==> src/rtl/pdp8_macros.svh <==
/* Width, memory size, step and opcode constants for the PDP-8 core.
   Included by the package and by every RTL file that needs a constant. */
`ifndef PDP8_MACROS_SVH
`define PDP8_MACROS_SVH

`define WORD_W     12
`define ADDR_W     12
`define MEM_DEPTH  4096
`define AUTO_LO    12'o0010      // Auto-index locations
`define AUTO_HI    12'o0017

// Step counter values, two steps per phase
`define STEP_FETCH 5'd0
`define STEP_AUTO1 5'd2
`define STEP_IND   5'd6
`define STEP_EXEC1 5'd8
`define STEP_LAST  5'd19        // Strobe of EXEC6
`define STEP_IDLE  5'd31

// Opcodes in IR[11:9]
`define OP_AND     3'o0
`define OP_TAD     3'o1
`define OP_ISZ     3'o2
`define OP_DCA     3'o3
`define OP_JMS     3'o4
`define OP_JMP     3'o5
`define OP_OPR     3'o7

`endif

==> src/rtl/pdp8Pkg.sv <==
/* Types shared by the PDP-8 core blocks and its testbench.
   Referenced by scoped names, never imported. */
`include "pdp8_macros.svh"

package pdp8Pkg;

  typedef logic [`WORD_W-1:0] word_t;
  typedef logic [`ADDR_W-1:0] addr_t;

  // Pair of sequencer steps currently active
  typedef enum logic [3:0] {
    FETCH,
    AUTO1,
    AUTO2,
    IND,
    EXEC1,
    EXEC2,
    EXEC3,
    EXEC4,
    EXEC5,
    EXEC6,
    IDLE
  } phase_t;

  // Address path taken after fetch
  typedef enum logic [1:0] {
    DIRECT,       // FETCH then EXEC1
    INDIRECT,     // FETCH, IND
    AUTOINDEX     // FETCH, AUTO1, AUTO2, IND
  } seqType_t;

  typedef enum logic [1:0] {NONE, READ, WRITE} memAct_t;

  typedef enum logic [1:0] {WR_AC, WR_MBINC, WR_PC} wrSrc_t;

  typedef enum logic [1:0] {MA_PC, MA_ADDR, MA_MB} maSrc_t;

endpackage

==> src/rtl/sequencer.sv <==
/* Step sequencer of the PDP-8 core. Runs a 5-bit step counter through the
   fetch, auto-index, indirect and execute phases and holds the run state. */
`timescale 1ns/1ps
`include "pdp8_macros.svh"

module sequencer (
  input  logic               SYSCLK,
  input  logic               RESET,
  input  logic               run,       // Rising edge starts the core
  input  logic               halt,      // Rising edge stops at end of instruction
  input  logic               done,      // Last execute strobe of the instruction
  input  pdp8Pkg::seqType_t  seqType,
  output pdp8Pkg::phase_t    phase,
  output logic               strobe,
  output logic               running
);

  logic [4:0] stepCnt;
  logic       runQ;
  logic       haltQ;
  logic       haltPend;   // Halt seen, waiting for done
  logic       runRise;
  logic       haltRise;
  logic       stopNow;

  assign runRise  = run & ~runQ;
  assign haltRise = halt & ~haltQ;
  assign stopNow  = haltPend | haltRise;

  always_ff @(posedge SYSCLK) begin
    if (RESET) begin
      runQ     <= 1'b0;
      haltQ    <= 1'b0;
      haltPend <= 1'b0;
      running  <= 1'b0;
      stepCnt  <= `STEP_IDLE;
    end else begin
      runQ  <= run;
      haltQ <= halt;
      if (!running) begin
        haltPend <= 1'b0;
        if (runRise) begin
          running <= 1'b1;
          stepCnt <= `STEP_FETCH;
        end
      end else if (done) begin
        haltPend <= 1'b0;
        if (stopNow) begin
          running <= 1'b0;
          stepCnt <= `STEP_IDLE;
        end else begin
          stepCnt <= `STEP_FETCH;
        end
      end else begin
        if (haltRise)
          haltPend <= 1'b1;
        if (stepCnt == `STEP_FETCH + 5'd1) begin
          // Branch on the address path of the fetched word
          case (seqType)
            pdp8Pkg::DIRECT:   stepCnt <= `STEP_EXEC1;
            pdp8Pkg::INDIRECT: stepCnt <= `STEP_IND;
            default:           stepCnt <= `STEP_AUTO1;
          endcase
        end else if (stepCnt == `STEP_LAST) begin
          stepCnt <= `STEP_FETCH;   // No done by EXEC6, start over
        end else begin
          stepCnt <= stepCnt + 5'd1;
        end
      end
    end
  end

  // Phase is the step pair, strobe the odd step of the pair
  always_comb begin
    if (stepCnt <= `STEP_LAST)
      phase = pdp8Pkg::phase_t'(stepCnt[4:1]);
    else
      phase = pdp8Pkg::IDLE;
  end

  assign strobe = stepCnt[0] & (stepCnt <= `STEP_LAST);

endmodule

==> config.mk <==
export PLATFORM = sky130hd
export DESIGN_NAME = sequencer
export DESIGN_NICKNAME = d
export VERILOG_FILES = /design/src/rtl/pdp8Pkg.sv /design/src/rtl/sequencer.sv
export VERILOG_INCLUDE_DIRS = /design/src /design/src/rtl
export SDC_FILE = /design/constraint.sdc
export NUM_CORES = 1
export LEC_CHECK = 0
export BUFFER_PORTS_ARGS = -buffer_cell sky130_fd_sc_hd__clkbuf_2
export CELL_PAD_IN_SITES_DETAIL_PLACEMENT = 0
export CELL_PAD_IN_SITES_GLOBAL_PLACEMENT = 1
export CORE_AREA = 5 5 46 48
export CTS_CLUSTER_DIAMETER = 30
export DETAILED_ROUTE_END_ITERATION = 10
export DIE_AREA = 0 0 51 53
export PLACE_DENSITY = 0.69
export SETUP_SLACK_MARGIN = 0.2
export SYNTH_ARGS = -nofsm -noshare
export SYNTH_HDL_FRONTEND = slang
export SYNTH_SLANG_ARGS = --single-unit
==> constraint.sdc <==
create_clock -name SYSCLK -period 2.08 [get_ports SYSCLK]
set_input_delay 0.104 -clock SYSCLK [delete_from_list [all_inputs] [get_ports SYSCLK]]
set_output_delay 0.104 -clock SYSCLK [all_outputs]
set_load 0.1 [all_outputs]
==> impl_metrics.csv <==
group,metric,value,unit
detailed_routing,routed_wire_length_per_instance,11.59,um
clock_tree,cts_sinks,9,
clock_tree,post_cts_hold_buffer_count,0,
clock_tree,clkSlewWorstSetupHoldPaths,0.06,ns
synthesis,yosys_most_used_dff,"sky130_fd_sc_hd__dfxtp_1",
place,hpwl,868.5,um
global_route,number_of_antenna_violations_at_the_first_check_in_global_routing,0,
cells_and_area,layout-area-overhead-vs-synth,17.21,%
pwr,p_int,0.0003191,W
flow_run,number_of_maximum_capacitance_violations,0,
detailed_routing,vias_per_cell,4.958,
synthesis,synth_async_sr_flop_share,0,
worst_setup_path,arrival,1.63,ns
synthesis,synth_enable_flop_cells,0,
pwr,cellPowerDensity,878.4,mW/mm^2
cells_and_area,layout.filler_cells,164,
place,dp_worst_setup_slack,0.4021,ns
run_status,run_status,"finished clean",
floorplanning,io_pins,13,
worst_setup_path,timing_worst_setup_path_type,"reg2out",
sta,hold_violations,0,
clock_tree,cts_root_buffer,"sky130_fd_sc_hd__clkbuf_4",
synthesis,netlist-cell-type-count,28,
worst_setup_path,setup.worst_path.end_class,"output pin",
pwr,power.clock.fraction,0.246,
hold_path,hold_path_class,"in2reg",
sta,worst_slew_pin_slew,0.5410,ns
pwr,power.share.sequential,0.383,
pwr,switching_share,0.4240,
clock_tree,worst_skew_pair.late_latency,0.26,ns
sta,finalWorstPathRequiredPeriod,1.735,ns
pwr,p_leak,0.2949,nW
synthesis,postSynthRegisterBits,9,
detailed_routing,drt-total-wl,1.113,mm
synthesis,synthesis.yosys.warnings,0,
detailed_routing,drtIter0Drc,6,
detailed_routing,post_route_ant_nets,0,
floorplanning,num_rows,15,
synthesis,netlist_area,538.0,um^2
sta,max_freq,576.5,MHz
place,port_buffers,12,
clock_tree,cts_buffer_depth,2,
sta,finalSetupViolations,0,
synthesis,netlist.area_leader.share,0.3349,
worst_setup_path,worstPathMaxFanout,7,
detailed_routing,detail_route.first_pass.iterations,3,
synthesis,yosys.area.top_type,"sky130_fd_sc_hd__dfxtp_1",
floorplanning,die_y,53,um
clock_tree,cts_bufs_inserted,3,
cells_and_area,layout.nets,89,
worst_setup_path,required,1.98,ns
synthesis,synthesized_area_per_cell,8.030,um^2
floorplanning,standard_cell_core_area,0.001670,mm^2
pwr,net-switching-power,0.0002349,W
sta,final.hold.worst_slack,0.07217,ns
sta,final.period_utilization,0.8340,
floorplanning,floorplan.die_area,0.002703,mm^2
synthesis,netlist_top_cells_count,"9 x sky130_fd_sc_hd__a21oi_1, 9 x sky130_fd_sc_hd__dfxtp_1, 6 x sky130_fd_sc_hd__nor2_1",
pwr,proportion_of_power_drawn_by_combinational_gates,0.370,
global_route,grt_max_degree,11,
sta,fin_skew,0.002808,ns
cells_and_area,antennaDiodeCount,0,
clock_tree,cts_htree_levels,1,
sta,fin_tns_setup,0,ns
floorplanning,initial_utilization,0.3221,
cells_and_area,post_route_cells_drive_above_1_share,0.2658,
synthesis,ys_top_cells_by_area,"sky130_fd_sc_hd__dfxtp_1 33%, sky130_fd_sc_hd__a21oi_1 8.4%, sky130_fd_sc_hd__ha_1 4.7%",
detailed_routing,detailroute.via_count,476,
sta,maxSlewViolCount,0,
global_route,grt.total_usage,0.09232,
synthesis,syn-instance-count,67,
global_route,gr-total-overflow,0,
synthesis,syn_nets,76,
clock_tree,tritoncts_clock_tree,"yes",
floorplanning,die_width,51,um
cells_and_area,design_area,630.6,um^2
place,place_congestion,0.7327,
place,total_cell_area_at_the_placement_stage,593.1,um^2
global_route,first_global_vias,432,
sta,timing.max_slew.rel_slack,0.6409,
sta,layout_setup_ws,0.3453,ns
global_route,grt_first_pass_wirelength,1.814,mm
pwr,ir_drop,0.5289,mV
detailed_routing,number_of_drc_violations_after_detailed_routing,0,
worst_setup_path,startpoint_class,"flop",
synthesis,synth-seq-area-share,0.3349,
sta,rsz_0062_raised_after_global_routing,"false",
routing by layer:
layer  wire (um)  global-route usage  vias to the layer above
met5           0                   0                        -
met4           6             0.01345                        0
met3          58             0.05915                        2
met2         514              0.1481                        7
met1         533              0.1046                      210
li1            -                   -                      257
sequential cells by signal, summed over array words and instances (netlist names):
register  cells
stepCnt       5
haltPend      1
haltQ         1
runQ          1
running       1
worst max-delay path, stage by stage, from the launching register on:
cell                       delay [ns]
sky130_fd_sc_hd__dfxtp_1         0.37
sky130_fd_sc_hd__ha_1            0.29
sky130_fd_sc_hd__o21ai_2         0.19
sky130_fd_sc_hd__nand2_1         0.08
sky130_fd_sc_hd__and2_1          0.17
sky130_fd_sc_hd__clkbuf_4        0.27
area by class of cell:
| cell class | instances | area [um^2] | share of cell area |
|---|---|---|---|
| multi-input cells | 49 | 316.6 | 0.5020 |
| flip-flops and latches | 9 | 180.2 | 0.2857 |
| repair buffers | 12 | 67.56 | 0.1071 |
| clock buffers | 4 | 26.28 | 0.04167 |
| well taps | 17 | 21.27 | 0.03373 |
| inverters | 5 | 18.77 | 0.02976 |
layout by cell type (no fill, tap or decap), types with 2 or more instances in the layout:
master | netlist | final
sky130_fd_sc_hd__dfxtp_1 | 9 | 9
sky130_fd_sc_hd__clkbuf_2 | 0 | 9
sky130_fd_sc_hd__a21oi_1 | 9 | 8
sky130_fd_sc_hd__nor2_1 | 6 | 6
sky130_fd_sc_hd__clkbuf_4 | 0 | 6
sky130_fd_sc_hd__inv_1 | 5 | 5
sky130_fd_sc_hd__nand2_1 | 4 | 4
sky130_fd_sc_hd__o21ai_0 | 5 | 4
sky130_fd_sc_hd__nor2b_1 | 3 | 3
sky130_fd_sc_hd__o21ai_1 | 3 | 3
sky130_fd_sc_hd__nor3_1 | 3 | 3
sky130_fd_sc_hd__ha_1 | 2 | 2
cell families (layout without fill, tap and decap cells):
family | after synthesis | in the layout | share of synthesized area
AO/OA/AOI/OAI | 21 | 21 | 0.2256
multiplexers | 2 | 2 | 0.03953
XOR/XNOR | 1 | 1 | 0.01628
AND/OR/NAND/NOR | 23 | 23 | 0.2465
flip-flops | 9 | 9 | 0.3349
buffers and inverters | 9 | 21 | 0.09069
adder cells (fa/ha/maj) | 2 | 2 | 0.04650
power groups by stage:
stage	sequential, W	combinational, W	clock [W]
after floorplan	0.000214	0.000174	0
after global placement	0.000216	0.000202	0
after detailed placement	0.000216	0.000201	0
after CTS	0.000212	0.000205	0.000137
after global routing	0.000215	0.000223	0.000150
final	0.000212	0.000205	0.000136
final timing paths:
| check | slack, ns | end | depth (start not counted) | start |
|---|---|---|---|---|
| min reg2reg | 0.49 | haltPend | 2 | haltPend |
| min | 0.07 | runQ | 2 | run |
| max | 0.35 | strobe | 5 | stepCnt[0] |
| max reg2reg | 0.44 | stepCnt[2] | 5 | stepCnt[0] |
stage by stage:
stage                     cells  utilization  total power [W]
after global placement       92       0.3551        0.0004173
after global routing         96       0.3775        0.0005887
after detailed placement     92       0.3551        0.0004173
after floorplan              67            -        0.0003882
final                        96       0.3775        0.0005539
after CTS                    96       0.3753        0.0005545
timing repair:
item                       4_1_cts  5_1_grt
gates resized for setup          3        2
hold endpoints to repair         0        0
gates cloned                     0        0
setup endpoints to repair        3        2
setup buffers                    0        0
Note: power is estimated with default switching activity, not from simulation.
