<file path="src/rtl/pdp8_macros.svh">
/* Width, memory size, step and opcode constants for the PDP-8 core.
   Included by the package and by every RTL file that needs a constant. */
`ifndef PDP8_MACROS_SVH
`define PDP8_MACROS_SVH

`define WORD_W     12
`define ADDR_W     12
`define MEM_DEPTH  4096
`define AUTO_LO    12'o0010      // Auto-index locations
`define AUTO_HI    12'o0017

// Step counter values, two steps per phase
`define STEP_FETCH 5'd0
`define STEP_AUTO1 5'd2
`define STEP_IND   5'd6
`define STEP_EXEC1 5'd8
`define STEP_LAST  5'd19        // Strobe of EXEC6
`define STEP_IDLE  5'd31

// Opcodes in IR[11:9]
`define OP_AND     3'o0
`define OP_TAD     3'o1
`define OP_ISZ     3'o2
`define OP_DCA     3'o3
`define OP_JMS     3'o4
`define OP_JMP     3'o5
`define OP_OPR     3'o7

`endif

</file>
<file path="src/rtl/pdp8Pkg.sv">
/* Types shared by the PDP-8 core blocks and its testbench.
   Referenced by scoped names, never imported. */
`include "pdp8_macros.svh"

package pdp8Pkg;

  typedef logic [`WORD_W-1:0] word_t;
  typedef logic [`ADDR_W-1:0] addr_t;

  // Pair of sequencer steps currently active
  typedef enum logic [3:0] {
    FETCH,
    AUTO1,
    AUTO2,
    IND,
    EXEC1,
    EXEC2,
    EXEC3,
    EXEC4,
    EXEC5,
    EXEC6,
    IDLE
  } phase_t;

  // Address path taken after fetch
  typedef enum logic [1:0] {
    DIRECT,       // FETCH then EXEC1
    INDIRECT,     // FETCH, IND
    AUTOINDEX     // FETCH, AUTO1, AUTO2, IND
  } seqType_t;

  typedef enum logic [1:0] {NONE, READ, WRITE} memAct_t;

  typedef enum logic [1:0] {WR_AC, WR_MBINC, WR_PC} wrSrc_t;

  typedef enum logic [1:0] {MA_PC, MA_ADDR, MA_MB} maSrc_t;

endpackage

</file>
<file path="src/rtl/accumulatorAlu.sv">
/* Accumulator and link with the AND and TAD datapath, the group 1 operate
   micro-ops and the group 2 skip test. Updates on the phase strobe. */
`timescale 1ns/1ps
`include "pdp8_macros.svh"

module accumulatorAlu (
  input  logic            SYSCLK,
  input  logic            RESET,
  input  logic            strobe,
  input  pdp8Pkg::word_t  mb,
  input  pdp8Pkg::word_t  ir,
  input  logic            acAnd,
  input  logic            acTad,
  input  logic            acClear,
  input  logic            oprExec,
  output pdp8Pkg::word_t  ac,
  output logic            link,
  output logic            skipCond
);

  logic [`WORD_W:0] lacOpr;     // {link, ac} after operate micro-ops
  logic             group2;
  logic             skipRaw;

  assign group2 = ir[8] & ~ir[0];

  // Group 1 order is clear, complement, increment, rotate
  always_comb begin
    lacOpr = {link, ac};
    if (!ir[8]) begin
      if (ir[7])
        lacOpr[`WORD_W-1:0] = '0;                     // CLA
      if (ir[6])
        lacOpr[`WORD_W] = 1'b0;                       // CLL
      if (ir[5])
        lacOpr[`WORD_W-1:0] = ~lacOpr[`WORD_W-1:0];   // CMA
      if (ir[4])
        lacOpr[`WORD_W] = ~lacOpr[`WORD_W];           // CML
      if (ir[0])
        lacOpr = lacOpr + 1'b1;                       // IAC, carry flips link
      if (ir[3])
        lacOpr = {lacOpr[0], lacOpr[`WORD_W:1]};      // RAR
      else if (ir[2])
        lacOpr = {lacOpr[`WORD_W-1:0], lacOpr[`WORD_W]};  // RAL
    end else if (group2 && ir[7]) begin
      lacOpr[`WORD_W-1:0] = '0;   // Group 2 CLA comes after the skip test
    end
  end

  // SMA, SZA, SNL; bit 3 inverts the sense, alone it is SKP
  assign skipRaw  = (ir[6] & ac[`WORD_W-1]) | (ir[5] & (ac == '0)) | (ir[4] & link);
  assign skipCond = group2 & (skipRaw ^ ir[3]);

  always_ff @(posedge SYSCLK) begin
    if (RESET) begin
      ac   <= '0;
      link <= 1'b0;
    end else if (strobe) begin
      if (acAnd)
        ac <= ac & mb;
      else if (acTad)
        {link, ac} <= {link, ac} + {1'b0, mb};   // Carry out flips link
      else if (acClear)
        ac <= '0;                                // DCA
      else if (oprExec)
        {link, ac} <= lacOpr;
    end
  end

endmodule

</file>
<file path="config.mk">
export PLATFORM = sky130hd
export DESIGN_NAME = accumulatorAlu
export DESIGN_NICKNAME = d
export VERILOG_FILES = /design/src/rtl/pdp8Pkg.sv /design/src/rtl/accumulatorAlu.sv
export VERILOG_INCLUDE_DIRS = /design/src /design/src/rtl
export SDC_FILE = /design/constraint.sdc
export NUM_CORES = 1
export LEC_CHECK = 0
export BUFFER_PORTS_ARGS = -buffer_cell sky130_fd_sc_hd__buf_2
export CORE_MARGIN = 2
export CORE_UTILIZATION = 48
export CTS_CLUSTER_DIAMETER = 50
export CTS_CLUSTER_SIZE = 8
export DETAILED_ROUTE_END_ITERATION = 10
export PLACE_DENSITY = 0.71
export SLEW_MARGIN = 20
export SYNTH_ARGS = -nofsm -noshare
export SYNTH_HDL_FRONTEND = slang
export SYNTH_SLANG_ARGS = --single-unit
export TNS_END_PERCENT = 10
</file>
<file path="constraint.sdc">
create_clock -name SYSCLK -period 5.75 [get_ports SYSCLK]
set_clock_uncertainty 0.2 [all_clocks]
set_input_delay 0.575 -clock SYSCLK [delete_from_list [all_inputs] [get_ports SYSCLK]]
set_output_delay 0.575 -clock SYSCLK [all_outputs]
set_load 0.005 [all_outputs]
</file>
==> flow_summary.json, run 1 <==
{
  "status": "completed",
  "dpl.cell_count": 421,
  "synthXorXnorAreaFrac_pct": 9.79,
  "final_cells": 425,
  "clk_latency_ps": 240,
  "synth_nets": 378,
  "synth_simple_gate_area_share_pct": 25.5,
  "synth_top_family_by_area": "compound AO/OA/AOI/OAI gates",
  "worst-r2r-setup-slack_ps": 2940,
  "seq_area_frac_synth_pct": 10.8,
  "core_area_mm2": 0.00479,
  "cts.path.max_buffers": 2,
  "path_class": "in2reg",
  "clock-sinks": 13,
  "cp_max_fo": 29,
  "min_path_type": "reg2reg",
  "hold_start": "ac[5]",
  "rsz0062_at_grt": "false",
  "numCtsBuffers": 3,
  "h-tree-depth": 1,
  "synth_edf_count": 0,
  "crit_buf_inv": 1,
  "dieHeight_um": 74.7,
  "pin_count": 45,
  "ys.warnings.count": 0,
  "wire_per_inst_um": 15.6,
  "final_hold_viol_count": 0,
  "regToRegStartpoint": "ac[1]",
  "globalRouteOverflowTotal": 0,
  "synth_fa_ha_area_share_pct": 7.60,
  "cts_resized": 0,
  "slowest_stage": "o41a_1",
  "reg2reg_depth": 8,
  "cp-end-kind": "flop",
  "min_period_ps": 3000,
  "track_usage_pct": 24.7,
  "arrival_ps": 2970,
  "slowest_delay_ps": 510,
  "avgSynthCellArea_um2": 7.21,
  "clk_pin_slew_ps": 60,
  "cpLargestDelayFamily": "compound AO/OA/AOI/OAI gates",
  "initial_core_util_pct": 50.2,
  "drc": 0,
  "port_buffers": 40,
  "synth-seq-cells": 13,
  "ys_async_sr_fraction_pct": 0,
  "cts_tree": "done",
  "worstReg2RegEnd": "ac[5]",
  "max_freq_mhz": 333,
  "start_kind": "input pin",
  "finalSetupTns_ps": 0,
  "slew-limit-headroom_pct": 59.1,
  "finalCritPeriodShare_pct": 52.2,
  "post_cts_buffers": 0,
  "crit_chain": "buf_2, nand2b_1, a21oi_1, o41a_1, nand2_1, nor3_1, o21ai_0, o211ai_1",
  "hold_end": "ac[5]",
  "synth_cells": 333,
  "via_per_inst": 6.16,
  "num_antenna_cells": 0,
  "dp_hpwl_um": 5140,
  "dieArea_mm2": 0.00559,
  "drive_gt1_share_pct": 16.8,
  "grt_pass1_wl_um": 10900,
  "final_cell_mix": "buf_2, nand2_1, o21ai_0",
  "synth.distinct_cells": 72,
  "totalWireLength_um": 6630,
  "drtIter0Drc": 166,
  "leakage_nw": 1.03,
  "cts-root-buf": "clkbuf_8",
  "syn_to_final_growth_pct": 9.84,
  "ir_drop_mv": 0.0879,
  "drv_slew": 0,
  "tightest_slew_ps": 598,
  "gp_congestion": 0.802,
  "crit_required_ps": 5720,
  "powerDensity_mw_per_mm2": 153,
  "syn_area_mm2": 0.00240,
  "antenna_found_initial": 0,
  "grt_pass1_vias": 2249,
  "grt_max_degree": 33,
  "cts_hold_buf": 0,
  "finalSetupViolCount": 0,
  "die_x_um": 74.7,
  "drt_first_pass_iters": 4,
  "final_common_cell": "buf_2",
  "ant_nets": 0,
  "synthFlopType": "dfxtp_1",
  "finalNetCount": 404,
  "vias": 2618,
  "synth.area.mux_share_pct": 2.55,
  "min_delay_path_depth": 2,
  "drv_cap": 0,
  "synth-compound-area-share_pct": 37.6,
  "rows": 25
}
==> per-stage QoR <==
step	util (%)	hold WS (ps)	power, mW	area (um^2)	worst slack (ps)
6_report	55.1	454	0.403	2640	2750
5_1_grt	55.1	504	0.434	2640	2460
4_1_cts	55.1	461	0.403	2640	2780
3_5_place_dp	54.2	452	0.319	2590	2540
3_3_place_gp	54.2	435	0.316	2590	2570
2_1_floorplan	-	395	0.267	2400	2900
==> Yosys cell counts (all sizes together), types with 2 or more instances <==
cell,number,area (um^2)
mux2i,5,50.1
buf,7,50.1
nand2,31,119
ha,13,163
a21o,5,37.5
a32oi,5,43.8
dfxtp,13,260
o221ai,2,17.5
nor2b,8,50.1
o32ai,2,17.5
nand3b,3,22.5
nor2,24,97.6
o41ai,2,17.5
a211oi,11,87.6
o41a,2,22.5
o211ai,10,75.1
a21oi,18,90.1
nor4,3,18.8
a22o,2,17.5
clkbuf,13,50.0
nand4bb,2,22.5
a31oi,7,43.8
o21bai,4,30.0
o22ai,3,25.0
xnor2,22,200
nand4,4,37.5
nand2b,4,25.0
nand3,10,50.1
o31ai,2,15.0
xor2,4,35.0
o21ai,31,159
a311o,2,20.0
a2111oi,2,17.5
or3,10,62.6
a21boi,4,30.0
inv,12,45.1
nor3,8,45.0
o21a,2,15.0
or4,2,15.0
==> flip-flops by register name, indices dropped and copies added (netlist names) <==
register and cells:
ac 12, link 1
==> worst max path at each step <==
stage	slack (ps)	from	cells after the start	endpoint
floorplan	2900	ir[7]	12	ac[7]
global placement	2570	ir[7]	8	ac[11]
detailed placement	2540	ir[7]	11	ac[7]
CTS	2780	ir[7]	11	ac[7]
global route	2460	ir[7]	8	ac[11]
finish	2750	ir[7]	8	ac[11]
==> cells by family (layout without fill, tap and decap cells) <==
kind of cell | count (synthesis) | in the layout
flops | 13 | 13
xor+xnor | 26 | 26
mux | 6 | 6
simple gates | 114 | 114
fa+ha+maj | 14 | 14
compound gates | 127 | 127
buf+inv | 33 | 58
==> report_power, final <==
group,internal (mW),switching [mW],total [mW]
clock network,0.0490,0.0345,0.0835
registers,0.0976,0.0194,0.117
logic,0.0870,0.116,0.203
total,0.234,0.170,0.403
==> layer usage <==
metal	global-route usage (%)	vias to the layer above	routed length, um
met5	0	-	0
li1	-	1326	-
met1	38.1	1206	3270
met2	37.4	75	2900
met4	6.75	0	130
met3	0.937	11	328
==> tightest hold or removal path: cells and delay by family, from the launching register on <==
kind / cells / cell delay, ps
AOI/OAI and AO/OA: 1 / 50
DFF: 1 / 440
and+or+nand+nor: 1 / 110
==> final cells by class <==
class	count	area, um^2
sequential	13	260
timing repair buffer	41	208
tap	67	83.8
multi-input combinational	287	1990
fill	495	2150
inverter	13	48.8
clock buffer	4	45.0
No activity file was read; power rests on OpenSTA's default activity.
==> run 2, diff against run 1 <==
Settings changed: ABC_AREA set to 1, PLACE_DENSITY 0.71 to 0.72.
Clock period 5.75 ns to 2.91 ns, I/O delays scaled along.
==> flow_summary.json, run 2 <==
{
  "largest_reg_flops": 12,
  "ys_top_cells_by_count": "nand2_1, nand3_1, a21oi_1, inv_1, o21ai_0",
  "synth.distinct_cells": 36,
  "seq_area_frac_synth_pct": 12.2,
  "slew-limit-headroom_pct": 67.9,
  "slowest_stage": "dfxtp_1",
  "totalWireLength_um": 6160,
  "finalNetCount": 452,
  "path_depth": 14,
  "min_period_ps": 2530,
  "critPathCapture": "ac[7]",
  "grt_max_degree": 20,
  "placed_cell_area_mm2": 0.00235,
  "globalRouteOverflowTotal": 0,
  "ant_nets": 0,
  "cts_resized": 0,
  "dp_hpwl_um": 4830,
  "crit_top_cell": "nand2_1",
  "startpoint": "ac[1]",
  "pin_count": 45,
  "synth_area_leader_cell": "nand2_1",
  "status": "completed",
  "synth_nets": 417,
  "power_mw": 0.699,
  "final_common_cell": "nand2_1",
  "ir_drop_mv": 0.172,
  "drtIter0Drc": 185,
  "reg2reg_depth": 14,
  "final_cell_mix": "nand2_1, nand3_1, buf_2",
  "finalCritPeriodShare_pct": 86.9,
  "cpLargestDelayFamily": "simple AND/OR/NAND/NOR gates",
  "cts_tree": "done",
  "ys_top_cells_by_area": "nand2_1, dfxtp_1, nand3_1, a21oi_1, ha_1",
  "drc": 0,
  "powerDensity_mw_per_mm2": 292,
  "synth_cells": 372,
  "core_area_mm2": 0.00432,
  "syn_area_mm2": 0.00213,
  "clk_pin_slew_ps": 60,
  "slowest_delay_ps": 460,
  "largest-register": "ac",
  "h-tree-depth": 1,
  "post_cts_buffers": 0,
  "grt_pass1_wl_um": 10500,
  "tightest_slew_ps": 476,
  "cts.path.max_buffers": 2,
  "vias": 2509,
  "drive_gt1_share_pct": 16.7,
  "whs_ps": 197,
  "worstReg2RegEnd": "ac[7]",
  "leakage_nw": 1.18,
  "dieHeight_um": 70.6,
  "synth-seq-cells": 13,
  "start_kind": "flop",
  "avgSynthCellArea_um2": 5.73,
  "crit_buf_inv": 1,
  "path_class": "reg2reg",
  "arrival_ps": 2450,
  "numCtsBuffers": 3,
  "rsz0062_at_grt": "false",
  "ys.warnings.count": 0,
  "finalSetupTns_ps": 0,
  "drt_first_pass_iters": 5,
  "cts-root-buf": "clkbuf_8",
  "final_util_pct": 55.4,
  "max_freq_mhz": 395,
  "finalSetupViolCount": 0,
  "finalInstanceArea_mm2": 0.00240,
  "gp_congestion": 0.869,
  "synth_edf_count": 0,
  "crit_required_ps": 2830,
  "die_x_um": 70.6,
  "initial_core_util_pct": 49.3,
  "top_regs": "ac (12), link (1)",
  "netlist.area_leader.share_pct": 17.4,
  "clk_latency_ps": 240,
  "drv_slew": 0,
  "rows": 24,
  "via_per_inst": 5.48,
  "cts_hold_buf": 0,
  "regToRegStartpoint": "ac[1]",
  "synth_most_common_cell": "nand2_1",
  "ys_async_sr_fraction_pct": 0,
  "crit_chain": "nand2_1, nand2_1, nand2_1, inv_1, ha_1, nand2_1, nor2_2, nand3_2, xor2_1, o21ai_0, o21ai_0, nand3_1, nand2_1, a21oi_1",
  "worst-r2r-setup-slack_ps": 380,
  "min_path_type": "in2reg",
  "dieArea_mm2": 0.00499,
  "synthFlopType": "dfxtp_1",
  "fillers": 467,
  "grt_pass1_vias": 2312,
  "syn_to_final_growth_pct": 12.5,
  "antenna_found_initial": 0,
  "track_usage_pct": 25.2,
  "cp_max_fo": 7,
  "wire_per_inst_um": 13.4,
  "hold_start": "RESET",
  "num_antenna_cells": 0,
  "clock-sinks": 13,
  "final_hold_viol_count": 0,
  "cp-end-kind": "flop",
  "port_buffers": 40,
  "drv_cap": 0
}
==> run 2: worst min-delay path by stage <==
stage | slack, ps | endpoint | cells past startpoint
6_report | 200 | ac[9] | 2
5_1_grt | 210 | ac[11] | 2
4_1_cts | 200 | ac[9] | 2
3_5_place_dp | 310 | ac[10] | 2
3_3_place_gp | 320 | ac[10] | 2
2_1_floorplan | 240 | link | 3
==> run 2: area by class of cell <==
type / count / area [um^2] / share of cell area [%]
tap: 52 / 65.1 / 2.71
multi-input combinational: 307 / 1660 / 69.2
clock buffer: 4 / 45.0 / 1.88
timing repair buffer: 43 / 223 / 9.29
inverter: 39 / 146 / 6.11
sequential: 13 / 260 / 10.9
==> run 2: worst reg2reg max path, cell delays in order (launching register included) <==
cell and delay, ps:
dfxtp_1 460, nand2_1 90, nand2_1 60, nand2_1 90, inv_1 70, ha_1 170, nand2_1 80, nor2_2 130
nand3_2 110, xor2_1 210, o21ai_0 100, o21ai_0 360, nand3_1 120, nand2_1 80, a21oi_1 50
==> run 2: metal layers <==
layer	vias to the layer above	track usage (%)	share of wire (%)
li1	1316	-	-
met1	1117	35.7	46
met2	70	43.3	48
met3	6	0.427	5.0
met4	0	5.66	0.89
met5	-	0	0
==> run 2: cell families (layout without fill, tap and decap cells) <==
logic type	after synthesis	count (layout)	synth area share [%]
simple gates	191	191	39.9
xor+xnor	16	16	6.93
flops	13	13	12.2
buf+inv	52	86	9.98
compound gates	86	86	22.4
fa+ha+maj	14	14	8.57
==> run 2: metrics by stage <==
stage / setup slack, ps / cells
2_1_floorplan: 726 / 372
3_3_place_gp: 263 / 454
3_5_place_dp: 214 / 454
4_1_cts: 403 / 458
5_1_grt: 131 / 458
6_report: 381 / 458
==> run 2: power by group <==
group	leakage, nW	switching [mW]	internal [mW]	total (mW)
clock	0.0228	0.0654	0.0967	0.162
combinational	1.05	0.206	0.122	0.328
sequential	0.107	0.0197	0.190	0.209
total	1.18	0.291	0.408	0.699
