File: src/rtl/pdp8_macros.svh
/* Width, memory size, step and opcode constants for the PDP-8 core.
   Included by the package and by every RTL file that needs a constant. */
`ifndef PDP8_MACROS_SVH
`define PDP8_MACROS_SVH

`define WORD_W     12
`define ADDR_W     12
`define MEM_DEPTH  4096
`define AUTO_LO    12'o0010      // Auto-index locations
`define AUTO_HI    12'o0017

// Step counter values, two steps per phase
`define STEP_FETCH 5'd0
`define STEP_AUTO1 5'd2
`define STEP_IND   5'd6
`define STEP_EXEC1 5'd8
`define STEP_LAST  5'd19        // Strobe of EXEC6
`define STEP_IDLE  5'd31

// Opcodes in IR[11:9]
`define OP_AND     3'o0
`define OP_TAD     3'o1
`define OP_ISZ     3'o2
`define OP_DCA     3'o3
`define OP_JMS     3'o4
`define OP_JMP     3'o5
`define OP_OPR     3'o7

`endif

File: src/rtl/pdp8Pkg.sv
/* Types shared by the PDP-8 core blocks and its testbench.
   Referenced by scoped names, never imported. */
`include "pdp8_macros.svh"

package pdp8Pkg;

  typedef logic [`WORD_W-1:0] word_t;
  typedef logic [`ADDR_W-1:0] addr_t;

  // Pair of sequencer steps currently active
  typedef enum logic [3:0] {
    FETCH,
    AUTO1,
    AUTO2,
    IND,
    EXEC1,
    EXEC2,
    EXEC3,
    EXEC4,
    EXEC5,
    EXEC6,
    IDLE
  } phase_t;

  // Address path taken after fetch
  typedef enum logic [1:0] {
    DIRECT,       // FETCH then EXEC1
    INDIRECT,     // FETCH, IND
    AUTOINDEX     // FETCH, AUTO1, AUTO2, IND
  } seqType_t;

  typedef enum logic [1:0] {NONE, READ, WRITE} memAct_t;

  typedef enum logic [1:0] {WR_AC, WR_MBINC, WR_PC} wrSrc_t;

  typedef enum logic [1:0] {MA_PC, MA_ADDR, MA_MB} maSrc_t;

endpackage

File: src/rtl/addressUnit.sv
/* Program counter and memory address register. Builds page-relative
   addresses, follows pointers and applies increments, skips and jumps. */
`timescale 1ns/1ps
`include "pdp8_macros.svh"

module addressUnit (
  input  logic              SYSCLK,
  input  logic              RESET,
  input  logic              strobe,
  input  pdp8Pkg::word_t    ir,
  input  pdp8Pkg::word_t    mb,
  input  pdp8Pkg::maSrc_t   maSrc,
  input  logic              maLoad,
  input  logic              pcLoad,
  input  logic              pcInc,
  input  logic              pcSkip,
  output pdp8Pkg::addr_t    pc,
  output pdp8Pkg::addr_t    ma
);

  pdp8Pkg::addr_t effAddr;
  pdp8Pkg::addr_t pcNext;
  pdp8Pkg::addr_t maNext;
  logic           isJms;

  assign isJms = (ir[11:9] == `OP_JMS);

  // Page bit selects current page of PC, else page zero
  assign effAddr = mb[7] ? {pc[11:7], mb[6:0]} : {5'b0, mb[6:0]};

  always_comb begin
    if (pcLoad)
      pcNext = isJms ? ma + 1'b1 : ma;   // JMS continues past the stored link
    else if (pcInc || pcSkip)
      pcNext = pc + 1'b1;
    else
      pcNext = pc;
  end

  always_comb begin
    case (maSrc)
      pdp8Pkg::MA_ADDR: maNext = effAddr;
      pdp8Pkg::MA_MB:   maNext = mb;
      default:          maNext = pcNext;   // Next fetch address
    endcase
  end

  always_ff @(posedge SYSCLK) begin
    if (RESET) begin
      pc <= '0;
      ma <= '0;
    end else if (strobe) begin
      pc <= pcNext;
      if (maLoad)
        ma <= maNext;
    end
  end

endmodule

File: config.mk
export PLATFORM = sky130hd
export DESIGN_NAME = addressUnit
export DESIGN_NICKNAME = d
export VERILOG_FILES = /design/src/rtl/pdp8Pkg.sv /design/src/rtl/addressUnit.sv
export VERILOG_INCLUDE_DIRS = /design/src /design/src/rtl
export SDC_FILE = /design/constraint.sdc
export NUM_CORES = 1
export LEC_CHECK = 0
export BUFFER_PORTS_ARGS = -buffer_cell sky130_fd_sc_hd__buf_2
export CORE_ASPECT_RATIO = 1.1
export CORE_MARGIN = 5
export CORE_UTILIZATION = 52
export CTS_BUF_LIST = sky130_fd_sc_hd__clkbuf_16
export DETAILED_ROUTE_END_ITERATION = 12
export PLACE_DENSITY = 0.9
export REMOVE_ABC_BUFFERS = 1
export SYNTH_ARGS = -nofsm -noshare
export SYNTH_HDL_FRONTEND = slang
export SYNTH_SLANG_ARGS = --single-unit
File: constraint.sdc
create_clock -name SYSCLK -period 2.8 [get_ports SYSCLK]
set_input_delay 0.28 -clock SYSCLK [delete_from_list [all_inputs] [get_ports SYSCLK]]
set_output_delay 0.28 -clock SYSCLK [all_outputs]
set_load 0.01 [all_outputs]
==> qor.csv, run 1 <==
stage,metric,value,unit
timing,period_share,72.1,%
worst_hold_path,holdCritPathClass,in -> reg,
yosys,yosys.cell_types.count,49,
setup_path,critical_path.cell_chain,"ha_1, o21ai_0, nor4_1, xor2_1, o211ai_1, o22ai_1",
power_and_ir_drop,max-vdd-ir-drop,251,uV
power_and_ir_drop,p_int,0.717,mW
power_and_ir_drop,switching_power,0.264,mW
setup_path,slowest_delay,610,ps
yosys,synth_cells,236,
detailed_routing,top_layer_used,met4,
setup_path,cp_max_fo,6,
placement,gp_congestion,0.842,
grt,global_route_wire_length_before_repair,8340,um
detailed_routing,drt_wl_total,5210,um
grt,via_count_of_the_first_global_routing_pass,1850,
power_and_ir_drop,power-per-cell-area,453,nW/um^2
timing,period_needed,2020,ps
yosys,synth_simple_gate_area_share,25.0,%
placement,placed_cells,315,
placement,placement.cell_area,2060,sq um
timing,worst_slew_pin_slew,667,ps
clocking,cts_tree,built,
floorplanning,dieArea,4840,sq um
floorplanning,io_pins,57,
floorplanning,fp.coreArea,3390,sq um
job,cap_violations,0,
detailed_routing,final_antenna_net_count,0,
yosys,synth_area,1850,sq um
detailed_routing,drt_pre_antenna_iters,4,
outcome,run_status,completed,
grt,grtUsageTotal,21.8,%
yosys,netlist_top_cells_area,"dfxtp_1, xnor2_1, o21ai_0",
clocking,clkSlewWorstSetupHoldPaths,70,ps
timing,maxSlewViolCount,0,
setup_path,critical_path.slowest_cell,nor4_1,
setup_path,critPathLaunchType,flip-flop,
detailed_routing,met2_wirelength,2530,um
detailed_routing,met1Wirelength,2060,um
yosys,synth-adder-area-share,2.71,%
clocking,cts_inserted_buffers,3,
cells_and_area,area_of_the_multi_input_gates,1260,sq um
placement,port_buffers,47,
power_and_ir_drop,static_leak,0.869,nW
yosys,synthesized_flop_and_latch_total,24,
clocking,clk_latency,260,ps
clocking,cts.sinks,24,
timing,timing.fmax,496,MHz
yosys,synthFlopType,dfxtp_1,
timing,setup-tns-final,0,ps
floorplanning,die-height,72.5,um
clocking,post_cts.repair.setup_buffers,0,
detailed_routing,via_count,2020,
power_and_ir_drop,design_power_total,0.981,mW
setup_path,path_class,reg -> reg,
clocking,clock_path_buffers,2,
power_and_ir_drop,pwr-share-seq,39.2,%
cells_and_area,final_design_area_no_fill,2170,sq um
detailed_routing,initialDrtViolationCount,186,
grt,grt_start_max_net_pins,40,
power_and_ir_drop,comb_power_share,18.5,%
cells_and_area,drive_gt1_share,21.4,%
placement,detailed_place_hpwl,3850,um
cells_and_area,stdcell_count,319,
timing,max_slew_margin,55.6,%
placement,pre_cts_slack,717,ps
cells_and_area,num-fill-cells,295,
timing,fin_ws,782,ps
cells_and_area,layout_stage_area_growth_over_the_synthesis_result,17.4,%
cells_and_area,postLayoutCoreUtil,64.0,%
yosys,edff_count_synth,0,
yosys,synth.yosys.seq_area_share,26.0,%
timing,rsz0062_at_grt,false,
yosys,synthMuxAreaShare,5.02,%
setup_path,cp_data_arrival_time,2140,ps
power_and_ir_drop,power.share.clock,42.3,%
floorplanning,initial_utilization,54.5,%
yosys,yosysTopAreaCellShare,26.0,%
setup_path,timing.critical_path.required,2920,ps
cells_and_area,num-nets-final,309,
yosys,ys_async_sr_fraction,0,%
clocking,clockRootBuffer,clkbuf_16,
yosys,synth_top_family_by_area,compound AO/OA/AOI/OAI gates,
detailed_routing,routed_length_on_met3,489,um
detailed_routing,routed_via_density,6.33,
grt,antenna_found_initial,0,
timing,finalSetupViolCount,0,
clocking,htreeDepth,1,
power_and_ir_drop,power_switching_share,26.9,%
timing,timing.final.hold_violations,0,
timing,timing.clock.skew,3.81,ps
yosys,synthesis.yosys.warnings,0,
setup_path,setup.worst_path.end_class,flip-flop,
clocking,cts_hold_buf,0,
yosys,avgSynthCellArea,7.82,sq um
clocking,cts_resized,0,
grt,globalRouteOverflowTotal,0,
floorplanning,fp-row-count,22,
cells_and_area,num_antenna_cells,0,
timing,worst_hold_slack,315,ps
cells_and_area,area.sequential,480,sq um
floorplanning,die-width,66.8,um
detailed_routing,final_routed_wire_length_divided_by_cell_count,16.3,um
yosys,synth_area_leader_cell,dfxtp_1,
yosys,synthXorXnorAreaFrac,9.97,%
detailed_routing,post-route-drc-count,0,
yosys,synth_compound_gate_area_share,25.5,%
## power groups by stage
stage	combinational (mW)	clock (mW)	sequential [mW]
6_report	0.182	0.415	0.385
5_1_grt	0.199	0.425	0.388
4_1_cts	0.179	0.415	0.384
3_5_place_dp	0.178	0	0.392
3_3_place_gp	0.173	0	0.390
2_1_floorplan	0.0966	0	0.395
## cell usage after synthesis, types with 2 or more instances
library cell and instances:
mux2_2 2, nand4_1 6, a211oi_1 4, dfxtp_1 24
nor3_1 7, mux2i_1 7, a221oi_1 8, buf_6 2
clkbuf_1 8, ha_1 4, and2_1 4, nand3_1 10
xnor2_1 12, o21ai_0 16, a21oi_1 8, a32oi_1 2
nor3b_1 3, inv_1 6, a31oi_1 2, nor2_1 21
and3_1 3, o2bb2ai_1 2, nor4_1 6, nor2b_1 2
a221o_1 2, nand2_1 19, buf_1 2, nand2b_1 4
o211ai_1 4, buf_2 3, xor2_1 9, o22ai_1 4
a22oi_1 4
## path summary, 6_finish.rpt
| path | start | endpoint | slack [ps] | depth (start not counted) |
|---|---|---|---|---|
| worst max-delay path | pc[0]$_SDFFE_PP0P_ | ma[10]$_SDFFE_PP0P_ | 780 | 6 |
| worst max register to register | pc[0]$_SDFFE_PP0P_ | ma[10]$_SDFFE_PP0P_ | 780 | 6 |
| worst min-delay path | mb[0] | ma[0]$_SDFFE_PP0P_ | 320 | 3 |
| worst min register to register | ma[11]$_SDFFE_PP0P_ | ma[11]$_SDFFE_PP0P_ | 550 | 2 |
## cell type report
| type | instances | share of cell area (%) |
|---|---|---|
| multi-input combinational | 189 | 58.1 |
| tap | 48 | 2.77 |
| sequential | 24 | 22.2 |
| timing repair buffer | 47 | 10.9 |
| inverter | 7 | 1.21 |
| clock buffer | 3 | 3.47 |
| clock inverter | 1 | 1.39 |
## sequential cells by signal (all words and copies together) (netlist names)
register / flops
ma: 12
pc: 12
## layer usage
| metal | vias to the layer above | GRT usage [%] |
|---|---|---|
| met1 | 927 | 27.6 |
| li1 | 954 | - |
| met5 | - | 0 |
| met2 | 120 | 37.0 |
| met3 | 19 | 2.79 |
| met4 | 0 | 8.80 |
## logic make-up (layout without fill, tap and decap cells)
| kind of cell | after synthesis | in the layout |
|---|---|---|
| buffers and inverters | 23 | 58 |
| adder cells (fa/ha/maj) | 4 | 4 |
| AND/OR/NAND/NOR | 89 | 89 |
| flip-flops | 24 | 24 |
| multiplexers | 9 | 9 |
| AO/OA/AOI/OAI | 66 | 66 |
| XOR/XNOR | 21 | 21 |
## critical path: cells and delay by family, from the launching register on
family | cells | cell delay [ps]
flip-flops | 1 | 430
adder cells (fa/ha/maj) | 1 | 200
AND/OR/NAND/NOR | 1 | 610
AO/OA/AOI/OAI | 3 | 500
XOR/XNOR | 1 | 140
## cell usage in the layout, fill, tap and decap left out, types with 4 or more instances in the layout
cell / count
nand3_1: 10
a22oi_1: 4
a21oi_1: 8
nand2b_1: 4
buf_2: 47
a211oi_1: 4
inv_1: 6
and2_1: 4
o211ai_1: 4
nor3_1: 7
nand4_1: 6
o21ai_0: 16
nor4_1: 6
nand2_1: 19
o22ai_1: 4
xnor2_1: 12
nor2_1: 21
ha_1: 4
dfxtp_1: 24
a221oi_1: 8
xor2_1: 9
mux2i_1: 7
Note: power is estimated with default switching activity, not from simulation.
==> run 2, diff against run 1 <==
--- a/config.mk
+++ b/config.mk
@@ -9,10 +9,10 @@
 export BUFFER_PORTS_ARGS = -buffer_cell sky130_fd_sc_hd__buf_2
 export CORE_ASPECT_RATIO = 1.1
 export CORE_MARGIN = 5
-export CORE_UTILIZATION = 52
+export CORE_UTILIZATION = 51
 export CTS_BUF_LIST = sky130_fd_sc_hd__clkbuf_16
 export DETAILED_ROUTE_END_ITERATION = 12
-export PLACE_DENSITY = 0.9
+export PLACE_DENSITY = 0.89
 export REMOVE_ABC_BUFFERS = 1
 export SYNTH_ARGS = -nofsm -noshare
 export SYNTH_HDL_FRONTEND = slang
==> constraint.sdc (replaced) <==
create_clock -name SYSCLK -period 1.9 [get_ports SYSCLK]
set_input_delay 0.19 -clock SYSCLK [delete_from_list [all_inputs] [get_ports SYSCLK]]
set_output_delay 0.19 -clock SYSCLK [all_outputs]
set_load 0.01 [all_outputs]
==> run 2 against run 1 <==
Critical path depth grew 1. Fmax grew 17%. Setup slack lost 600 ps. Sequential power grew 44%. Die area grew 1.7%. Via count grew 4.1%. Power grew 36%. Clock skew shrank 1.4 ps. Wire length grew 5.6%. First-iteration DRC count shrank 28%. Sequential share of layout area shrank 1.1 points.
==> qor.csv, run 2 (synthesis gave the netlist of run 1 again) <==
stage,metric,value,unit
outcome,run_status,completed,
clocking,clk_latency,260,ps
cells_and_area,drive_gt1_share,26.9,%
clocking,htreeDepth,1,
grt,grt_start_max_net_pins,40,
clocking,post_cts.repair.setup_buffers,0,
cells_and_area,final_design_area_no_fill,2290,sq um
clocking,cts_tree,built,
power_and_ir_drop,max-vdd-ir-drop,312,uV
job,cap_violations,0,
clocking,cts.sinks,24,
power_and_ir_drop,power_switching_share,29.6,%
detailed_routing,routed_via_density,6.19,
clocking,cts_resized,0,
power_and_ir_drop,pwr-share-seq,41.8,%
cells_and_area,num_antenna_cells,0,
clocking,clkSlewWorstSetupHoldPaths,60,ps
clocking,cts_inserted_buffers,3,
placement,gp_congestion,0.889,
timing,period_needed,1720,ps
detailed_routing,via_count,2103,
cells_and_area,postLayoutCoreUtil,64.1,%
placement,placed_cells,336,
cells_and_area,largestRegisters,"ma x12, pc x12",
detailed_routing,drt_wl_total,5500,um
detailed_routing,initialDrtViolationCount,133,
floorplanning,dieArea,4920,sq um
timing,max_slew_margin,55.0,%
floorplanning,fp.coreArea,3570,sq um
power_and_ir_drop,static_leak,0.954,nW
grt,antenna_found_initial,0,
timing,period_share,90.5,%
cells_and_area,num-nets-final,328,
floorplanning,initial_utilization,51.7,%
cells_and_area,area_of_the_multi_input_gates,1260,sq um
cells_and_area,area.sequential,483,sq um
detailed_routing,final_antenna_net_count,0,
power_and_ir_drop,p_int,0.937,mW
detailed_routing,post-route-drc-count,0,
setup_path,cp_data_arrival_time,1900,ps
cells_and_area,stdcell_count,340,
timing,finalSetupViolCount,0,
detailed_routing,final_routed_wire_length_divided_by_cell_count,16.2,um
grt,grtUsageTotal,22.6,%
timing,worst_slew_pin_slew,675,ps
power_and_ir_drop,comb_power_share,22.7,%
setup_path,timing.critical_path.required,2080,ps
clocking,clock_path_buffers,2,
cells_and_area,layout_stage_area_growth_over_the_synthesis_result,23.9,%
timing,timing.clock.skew,2.42,ps
setup_path,path_class,reg -> reg,
detailed_routing,drt_pre_antenna_iters,5,
cells_and_area,final_common_cell,buf_2,
power_and_ir_drop,power.share.clock,35.5,%
cells_and_area,num-fill-cells,319,
cells_and_area,layout.cells.most_common_list,"buf_2, dfxtp_1, nor2_1, nand2_1, buf_4",
floorplanning,die-width,67.4,um
timing,rsz0062_at_grt,false,
placement,placement.cell_area,2210,sq um
setup_path,critPathLaunchType,flip-flop,
grt,via_count_of_the_first_global_routing_pass,1944,
worst_hold_path,holdCritPathClass,in -> reg,
timing,maxSlewViolCount,0,
power_and_ir_drop,power-per-cell-area,581,nW/um^2
setup_path,cp_max_fo,6,
floorplanning,fp-row-count,23,
setup_path,setup.worst_path.end_class,flip-flop,
floorplanning,io_pins,57,
clocking,clockRootBuffer,clkbuf_16,
timing,worst_hold_slack,203,ps
grt,global_route_wire_length_before_repair,8680,um
placement,detailed_place_hpwl,4230,um
timing,timing.fmax,582,MHz
grt,globalRouteOverflowTotal,0,
timing,timing.final.hold_violations,0,
power_and_ir_drop,switching_power,0.393,mW
floorplanning,die-height,73.1,um
clocking,cts_hold_buf,0,
placement,port_buffers,47,
timing,setup-tns-final,0,ps
## run 2: changes by cell type in the layout (fill, tap and decap cells not counted)
cell and delta:
dfxtp_1 -2, buf_4 +19, o21ai_1 +1, o21ai_0 -1, clkinv_1 +1, bufinv_16 -1, dfxtp_2 +2
## run 2: metrics by stage
stage | power, mW | setup slack (ps)
2_1_floorplan | 0.724 | 191
3_3_place_gp | 0.850 | 45.7
3_5_place_dp | 0.860 | 15.1
4_1_cts | 1.33 | 82.8
5_1_grt | 1.38 | 24.9
6_report | 1.33 | 180
## run 2: path summary, 6_finish.rpt
check,endpoint,slack (ps),start,depth (start not counted)
min,ma[0]$_SDFFE_PP0P_,200,mb[0],3
max,ma[10]$_SDFFE_PP0P_,180,pc[0]$_SDFFE_PP0P_,7
min reg2reg,ma[11]$_SDFFE_PP0P_,530,ma[11]$_SDFFE_PP0P_,2
max reg2reg,ma[10]$_SDFFE_PP0P_,180,pc[0]$_SDFFE_PP0P_,7
## run 2: layer usage
| layer | vias up | part of all wire [%] | track usage, % |
|---|---|---|---|
| met2 | 121 | 50 | 38.2 |
| met5 | - | 0 | 0 |
| li1 | 991 | - | - |
| met4 | 0 | 2.3 | 10.1 |
| met3 | 15 | 8.0 | 1.85 |
| met1 | 976 | 40 | 29.0 |
## run 2: cell type report
class | instances | area share [%]
Clock buffer | 3 | 3.28
Clock inverter | 1 | 0.164
Inverter | 7 | 1.15
Multi-Input combinational cell | 189 | 55.0
Sequential cell | 24 | 21.1
Tap cell | 50 | 2.74
Timing Repair Buffer | 66 | 16.5
## run 2: power by group through the flow
stage | Clock, mW | Sequential (mW) | Combinational (mW)
CTS | 0.474 | 0.555 | 0.296
global placement | 0 | 0.565 | 0.284
floorplan | 0 | 0.582 | 0.142
finish | 0.472 | 0.556 | 0.301
detailed placement | 0 | 0.566 | 0.293
global route | 0.493 | 0.559 | 0.327
## run 2: critical path, cell delays in order (launching register included)
cell and delay, ps:
dfxtp_2 380, ha_1 190, o21ai_1 110, nor4_1 310
buf_4 180, xor2_1 160, o211ai_1 120, o22ai_1 200
